`src/hdl/huff_pkg.sv`:
```
// shared widths, token/table/field structs and coder states for the JPEG entropy back end
package huff_pkg;

    // widths fixed by the JPEG baseline format
    localparam int tok_w   = 16;  // token word, run + amplitude
    localparam int fifo_aw = 10;  // 1024 token FIFO
    localparam int code_w  = 16;  // longest Huffman code
    localparam int amp_w   = 11;  // amplitude bits for size 0..11
    localparam int field_w = 27;  // code_w + amp_w

    // run/amplitude token as it arrives from the quantizer side
    typedef struct packed {
        logic [3:0]  run;  // zero run length
        logic [11:0] amp;  // signed coefficient
    } huff_token_t;

    // one code table entry, indexed by {run, size}
    typedef struct packed {
        logic [4:0]        len;   // code length 1..16
        logic [code_w-1:0] code;  // right aligned
    } huff_entry_t;

    // variable-length field handed from coder to packer
    typedef struct packed {
        logic [4:0]         nbits;  // valid bit count 1..27
        logic [field_w-1:0] bits;   // first-sent bit at nbits-1
    } huff_field_t;

    // coder FSM
    typedef enum logic [1:0] {
        idle   = 2'd0,  // waiting for dav and ready
        lookup = 2'd1,  // symbol index on table address
        emit   = 2'd2   // table entry back, field built
    } coder_state_t;

endpackage
```
`src/hdl/huff_coder.sv`:
```
// Huffman coder, turns each FIFO token into a code-plus-amplitude field for the bit packer
`timescale 1ns/1ps

module huff_coder (
    input  logic                  xclk2x,
    input  logic                  rst_n,
    input  logic                  en2x,         // sync clear from the FIFO side
    input  logic                  dav,          // FIFO head valid
    input  huff_pkg::huff_token_t q,            // FIFO head token
    output logic                  want_read,    // one-cycle take pulse
    input  logic                  ready,        // packer has room
    output logic [7:0]            tbl_raddr,    // {run, size}
    input  huff_pkg::huff_entry_t tbl_rdata,    // looked-up entry
    output logic                  field_valid,  // field strobe
    output huff_pkg::huff_field_t field
);

    huff_pkg::coder_state_t      state;
    logic [3:0]                  run_r;       // run of token in flight
    logic [3:0]                  size_r;      // its size category
    logic [huff_pkg::amp_w-1:0]  amp_bits_r;  // its amplitude bits
    logic                        take;        // accept head token this cycle
    logic [3:0]                  size_in;
    logic [huff_pkg::amp_w-1:0]  amp_bits_in;

    // bit length of |amp|, 0 for a zero amplitude
    function automatic logic [3:0] size_of(input logic [11:0] amp);
        logic [11:0] mag;
        logic [3:0]  sz;
        mag = amp[11] ? (~amp + 12'd1) : amp;
        sz  = 4'd0;
        for (int i = 0; i < huff_pkg::amp_w; i++) begin
            if (mag[i]) begin
                sz = 4'(i + 1);  // highest set bit wins
            end
        end
        return sz;
    endfunction

    // low size bits, negative values sent as amp - 1
    function automatic logic [huff_pkg::amp_w-1:0] amp_bits_of(input logic [11:0] amp,
                                                               input logic [3:0]  size);
        logic [11:0] adj;
        logic [11:0] mask;
        adj  = amp[11] ? (amp - 12'd1) : amp;
        mask = (12'd1 << size) - 12'd1;
        return adj[huff_pkg::amp_w-1:0] & mask[huff_pkg::amp_w-1:0];
    endfunction

    assign size_in     = size_of(q.amp);
    assign amp_bits_in = amp_bits_of(q.amp, size_in);
    assign take        = dav && ready &&
                         ((state == huff_pkg::idle) || (state == huff_pkg::emit));
    assign tbl_raddr   = {run_r, size_r};  // held through lookup

    // control
    always_ff @(posedge xclk2x or negedge rst_n) begin
        if (!rst_n) begin
            state       <= huff_pkg::idle;
            want_read   <= 1'b0;
            field_valid <= 1'b0;
        end else if (!en2x) begin
            state       <= huff_pkg::idle;
            want_read   <= 1'b0;
            field_valid <= 1'b0;
        end else begin
            want_read   <= take;                    // FIFO samples it on the negedge
            field_valid <= (state == huff_pkg::emit);
            case (state)
                huff_pkg::idle:   state <= take ? huff_pkg::lookup : huff_pkg::idle;
                huff_pkg::lookup: state <= huff_pkg::emit;
                huff_pkg::emit:   state <= take ? huff_pkg::lookup : huff_pkg::idle;  // 2-cycle rate
                default:          state <= huff_pkg::idle;
            endcase
        end
    end

    // token and field payload
    always_ff @(posedge xclk2x) begin
        if (take) begin
            run_r      <= q.run;
            size_r     <= size_in;
            amp_bits_r <= amp_bits_in;
        end
        if (state == huff_pkg::emit) begin
            field.nbits <= tbl_rdata.len + {1'b0, size_r};
            field.bits  <= ({{(huff_pkg::field_w - huff_pkg::code_w){1'b0}}, tbl_rdata.code}
                            << size_r)
                         | {{(huff_pkg::field_w - huff_pkg::amp_w){1'b0}}, amp_bits_r};
        end
    end

    // every symbol the stream uses must have been loaded
    a_len_loaded: assert property (@(posedge xclk2x) disable iff (!rst_n)
        (en2x && (state == huff_pkg::emit)) |-> (tbl_rdata.len != 5'd0))
        else $error("huff_coder: zero code length for symbol %02h", tbl_raddr);

endmodule

```
`config.mk`:
```
export PLATFORM = sky130hd
export DESIGN_NAME = huff_coder
export DESIGN_NICKNAME = d
export VERILOG_FILES = /design/src/hdl/huff_pkg.sv /design/src/hdl/huff_coder.sv
export SDC_FILE = /design/constraint.sdc
export NUM_CORES = 1
export LEC_CHECK = 0
export BUFFER_PORTS_ARGS = -buffer_cell sky130_fd_sc_hd__buf_4
export CORE_AREA = 3 3 98 100
export DETAILED_ROUTE_END_ITERATION = 12
export DIE_AREA = 0 0 101 103
export PLACE_DENSITY_LB_ADDON = 0.3
export SETUP_SLACK_MARGIN = 0.05
export SLEW_MARGIN = 30
export SYNTH_ARGS = -nofsm -noshare
export SYNTH_HDL_FRONTEND = slang
export SYNTH_SLANG_ARGS = --single-unit
```
`constraint.sdc`:
```
create_clock -name xclk2x -period 2.45 [get_ports xclk2x]
set_clock_uncertainty 0.15 [all_clocks]
set_input_delay 0.49 -clock xclk2x [delete_from_list [all_inputs] [get_ports xclk2x]]
set_output_delay 0.49 -clock xclk2x [all_outputs]
set_load 0.02 [all_outputs]
```
* Word-level counts from Yosys, hierarchy flattened
Cells that the tools add are included.
** Operators by class
- Equality and inequality tests :: 2
- Reductions and logical operators :: 5
- Shift-type cells :: 2
- Bitwise logic cells :: 3
- Multiplexer cells :: 18
- $add $sub $neg :: 4
** Operator list (count)
- $mux 4 :: 9
- $or 27x11->27 :: 1
- $shl 16x4->27 :: 1
- $mux 11 :: 2
- $sub 11x1->11 const B :: 2
- $add 11x1->11 const B :: 1
- $and 11x11->11 :: 1
- $not 11->11 :: 1
- $shl 1x4->11 const A :: 1
- $add 5x4->5 :: 1
- $mux 1 :: 4
- $mux 2 :: 2
- $pmux 2 s2 :: 1
- $eq 2x1->1 const B :: 1
- $eq 2x2->1 const B :: 1
- $logic_and 1x1->1 :: 2
- $logic_not 2->1 :: 1
- $reduce_or 2->1 :: 1
- $logic_or 1x1->1 :: 1
** Storage, ports and cells
- Bits in registers :: 55
- Input port bits :: 42
- Word-level logic and storage cells :: 42
- Output and inout bits :: 42

* Logic depth before layout (Yosys ltp)
- Depth after elaboration :: 17
- Gate-level depth with buffers :: 16
- Gate-level depth less buffers :: 14

* Least setup slack after synthesis
Ideal clock, no wire load.
- Path kind :: input-to-reg
- Start point :: in q[0] (netlist bit)
- End point :: reg amp_bits_r[2] (netlist bit) (data pin)
- Arrival :: 3.353 ns
- Buffers on the path :: 2
- Setup time :: 0.146 ns
- Path slack :: -1.199 ns
- Stages on the path :: 13
- Path through :: clkbuf_1 inv_1 ha_1 clkbuf_2 or4b_1 o31ai_2 xor2_1 o211a_4 and3_2 nand2_1 ha_1 or4_1 a21oi_1
** Between the ends
- Longest elaborated chain between the ends :: 17
- Elaborated cells between the ends (all ways) :: 19
- Those cells by class :: 3 x add/sub; 1 x shift; 13 x mux; 2 x bitwise
** Ends and longest elaborated chain
- from (decl) :: RTL line huff_coder.sv:9 : input huff_pkg::huff_token_t q,
- $not 11->11 :: RTL line huff_coder.sv:30 : mag = amp[11] ? (~amp + 12'd1) : amp;
- $add 11x1->11 :: RTL line huff_coder.sv:30
- $mux 11 :: RTL line huff_coder.sv:30
- $mux 1 :: RTL line huff_coder.sv:33 : if (mag[i]) begin
- $mux 2 :: RTL line huff_coder.sv:33
- $mux 4 (9 in series) :: RTL line huff_coder.sv:33
- $shl 1x4->11 :: RTL line huff_coder.sv:46 : mask = (12'd1 << size) - 12'd1;
- $sub 11x1->11 :: RTL line huff_coder.sv:46
- $and 11x11->11 * :: RTL line huff_coder.sv:47 : return adj[huff_pkg::amp_w-1:0] & mask[huff_pkg::amp_w-1:0];
- net amp_bits_in (one bit) :: RTL line huff_coder.sv:24 : logic [huff_pkg::amp_w-1:0] amp_bits_in;
- to (signal assigned) :: RTL line huff_coder.sv:83 : amp_bits_r <= amp_bits_in;
- to (decl) :: RTL line huff_coder.sv:21 : logic [huff_pkg::amp_w-1:0] amp_bits_r;
Mark *: on every way through the listed nets, which the timed path passes. The rest lies on a longest branch.
A chain may end at the register's enable or synchronous reset.

* Worst setup path after layout
- Start point :: in q[6] (netlist bit)
- End point :: reg amp_bits_r[4] (netlist bit) (data pin)
** Between the ends
- Longest elaborated chain between the ends :: 11
** Ends and longest elaborated chain (RTL line)
- $not 11->11 :: huff_coder.sv:30
- $add 11x1->11 :: huff_coder.sv:30
- $mux 11 * :: huff_coder.sv:30
- $mux 4 (4 in series) :: huff_coder.sv:33
- $mux 4 * :: huff_coder.sv:33
- $shl 1x4->11 * :: huff_coder.sv:46
- $sub 11x1->11 * :: huff_coder.sv:46
- $and 11x11->11 * :: huff_coder.sv:47
- net amp_bits_in (one bit) :: huff_coder.sv:24
Marked as above.

==> run_results.csv <==
group,metric,value,unit
grt,grt_overflow,0,
power_and_ir_drop,leakage,2.03,nW
yosys,syn-cell-area,0.00359,mm²
clock_network,cts_tree,"built",
finish,stdcell_count,585,
finish,mostFrequentLayoutCells,"buf_4 (140), edfxtp_1 (51), nand2_1 (31)",
floorplanning,die_x,101,µm
finish,drive_gt1_frac,0.417,
floorplanning,core,0.00876,mm²
timing,tightestPinTransition,0.563,ns
floorplanning,die_y,103,µm
timing,maxSlewViolCount,0,
run_status,violations,"negative setup slack",
yosys,async_flop_share,0.0727,
grt,antenna_found_initial,0,
detailed_routing,vias,3099,
yosys,synth_area_leaders,"edfxtp_1 (43%), mux2i_1 (3.9%), o21ai_0 (3.9%)",
power_and_ir_drop,ir_drop,0.261,mV
setup_path,startpoint,"q[6]",
yosys,synth_warnings,0,
setup_path,worstReg2RegStart,"size_r[0]",
setup_path,path_class,"in -> reg",
timing,period_share,1.22,
yosys,synth_cell_types,60,
timing,clock.fmax,336,MHz
placed_design,gp_congestion,0.941,
grt,grt_pass1_vias,3001,
yosys,ys_ff_latch,55,
timing,fin_crit,2.98,ns
clock_network,cts_buffer_depth,2,
setup_path,required,2.36,ns
yosys,synth_area_leader_cell,"edfxtp_1",
placed_design,place_inst,570,
grt,grt_max_degree,33,
yosys,synthFlopType,"edfxtp_1",
detailed_routing,totalWireLength,8990,µm
detailed_routing,vias_per_cell,5.30,
finish,final_util,0.569,
run_status,status,"finished, violations left",
clock_network,cts_root_buffer,"clkbuf_8",
floorplanning,core.rowCount,34,
placed_design,io_buffers,83,
detailed_routing,drc_errors,0,
setup_path,worst_ep_arrival_time,2.88,ns
run,cap_violations,0,
placed_design,hpwlAfterDp,6990,µm
detailed_routing,ant_nets,0,
timing,setup-violations-final,6,
clock_network,clock_sinks,55,
setup_path,end_kind,"register",
setup_path,crit_path_max_fanout,7,
finish,antenna_cells,0,
setup_path,crit_path_start_kind,"input pin",
timing,setup_slack,-0.527,ns
timing,setup-tns-final,-2.31,ns
detailed_routing,drt_pre_antenna_iters,4,
yosys,netlist.area_leader.share,0.427,
detailed_routing,drt_iter0_markers,112,
floorplanning,initial_core_util,0.409,
finish,final_nets,525,
timing,timing.hold.ws,0.203,ns
clock_network,clk_pin_slew,0.10,ns
timing,slew_headroom,0.625,
floorplanning,die-area,0.0104,mm²
clock_network,insertion_delay,0.31,ns
finish,syn_to_final_growth,38.9,%
placed_design,post-place-ws,-0.878,ns
power_and_ir_drop,power.density,436,mW/mm²
floorplanning,io_pins,84,
clock_network,cts-buffers-inserted,5,
yosys,synth_edf_count,51,
yosys,syn-num-nets,395,
clock_network,htree_num_levels,2,
detailed_routing,wl_per_cell,15.4,µm
grt,grt_usage,0.172,
timing,rsz0062_at_grt,"true",
timing,hold_violations,0,
hold_path,min_from,"q[15]",
yosys,syn_inst,346,
yosys,syn-mean-instance-area,10.4,µm²
grt,grt_pass1_wl,14200,µm
finish,layout_commonest_cell,"buf_4",
hold_path,hold_path.class,"in -> reg",
yosys,yosysSeqAreaShare,0.455,
## per-layer routing
| layer | track usage | wire length, µm |
|---|---|---|
| met5 | 0 | 0 |
| met1 | 0.199 | 3540 |
| met3 | 0.0264 | 429 |
| met2 | 0.324 | 4880 |
| met4 | 0.0562 | 144 |
## final cells by class
class,instances,area [µm²]
inverter,15,63.8
tap,108,135
clock inverter,3,18.8
timing repair buffer,148,1160
clock buffer,5,68.8
fill,768,3780
multi-input combinational,251,1900
sequential,55,1630
## logic make-up after synthesis
kind of cell / after synthesis / synth area share
mux: 23 / 0.0862
flops: 55 / 0.455
buf+inv: 40 / 0.0509
compound gates: 92 / 0.177
simple gates: 106 / 0.149
xor+xnor: 23 / 0.0562
fa+ha+maj: 7 / 0.0265
## worst max-delay path: stages
cell	delay (ns)
buf_4	0.12
or4_4	0.54
or4_4	0.44
a21oi_4	0.16
o211a_4	0.18
and3_4	0.20
nand2_2	0.07
ha_4	0.19
o21ai_0	0.43
nor4_4	0.06
## what timing repair did
action | CTS | global route
setup buffers | 5 | 1
hold buffers | 1 | 0
cloned | 0 | 0
gates resized for setup | 18 | 10
hold endpoints to repair | 4 | 0
pin swaps | 11 | 6
setup endpoints to repair | 9 | 10
## synth_stat cells (2+ instances only)
cell,number
o31ai_1,4
and2_1,4
nor2_1,29
a21o_1,7
buf_1,2
or4_4,3
clkinv_1,2
inv_1,13
mux4_2,6
xor2_1,10
mux2i_1,14
clkbuf_1,17
o31ai_2,2
nor2b_1,6
xnor2_1,13
nor3_1,10
o21bai_1,4
nand2b_1,2
o21ai_0,28
nor4_1,2
o21a_1,2
edfxtp_1,51
nand3_1,8
mux2_2,3
nand3b_1,2
a211o_1,2
buf_6,4
ha_1,6
o22ai_1,3
dfrtp_1,4
a21oi_1,17
a211oi_1,6
nand2_1,33
## worst paths after layout
kind                            endpoint  slack [ns]  depth (start not counted)
max in group asynchronous       state[0]        1.70                          2
hold / removal                  run_r[3]        0.20                          1
min in group asynchronous    field_valid        0.35                          2
hold reg to reg                 state[1]        0.28                          1
setup / recovery           amp_bits_r[4]       -0.53                         10
setup reg to reg                field[9]        0.30                          5
## state kept, by name, summed over array words and instances (netlist names)
| register | cells |
|---|---|
| run_r | 4 |
| want_read | 1 |
| field | 32 |
| amp_bits_r | 11 |
| field_valid | 1 |
| state | 2 |
| size_r | 4 |
## power by group
| part | switching [mW] | internal, mW |
|---|---|---|
| sequential | 0.0137 | 1.07 |
| combinational | 0.301 | 0.284 |
| clock | 0.303 | 0.202 |
| total | 0.618 | 1.56 |
## metrics by stage
step / total power [mW] / instance area, µm²
global placement: 1.64 / 4740
finish: 2.17 / 4980
detailed placement: 1.66 / 4740
CTS: 2.17 / 4940
global route: 2.28 / 4980
floorplan: 1.43 / 3680
Note: power is estimated with default switching activity, not from simulation.
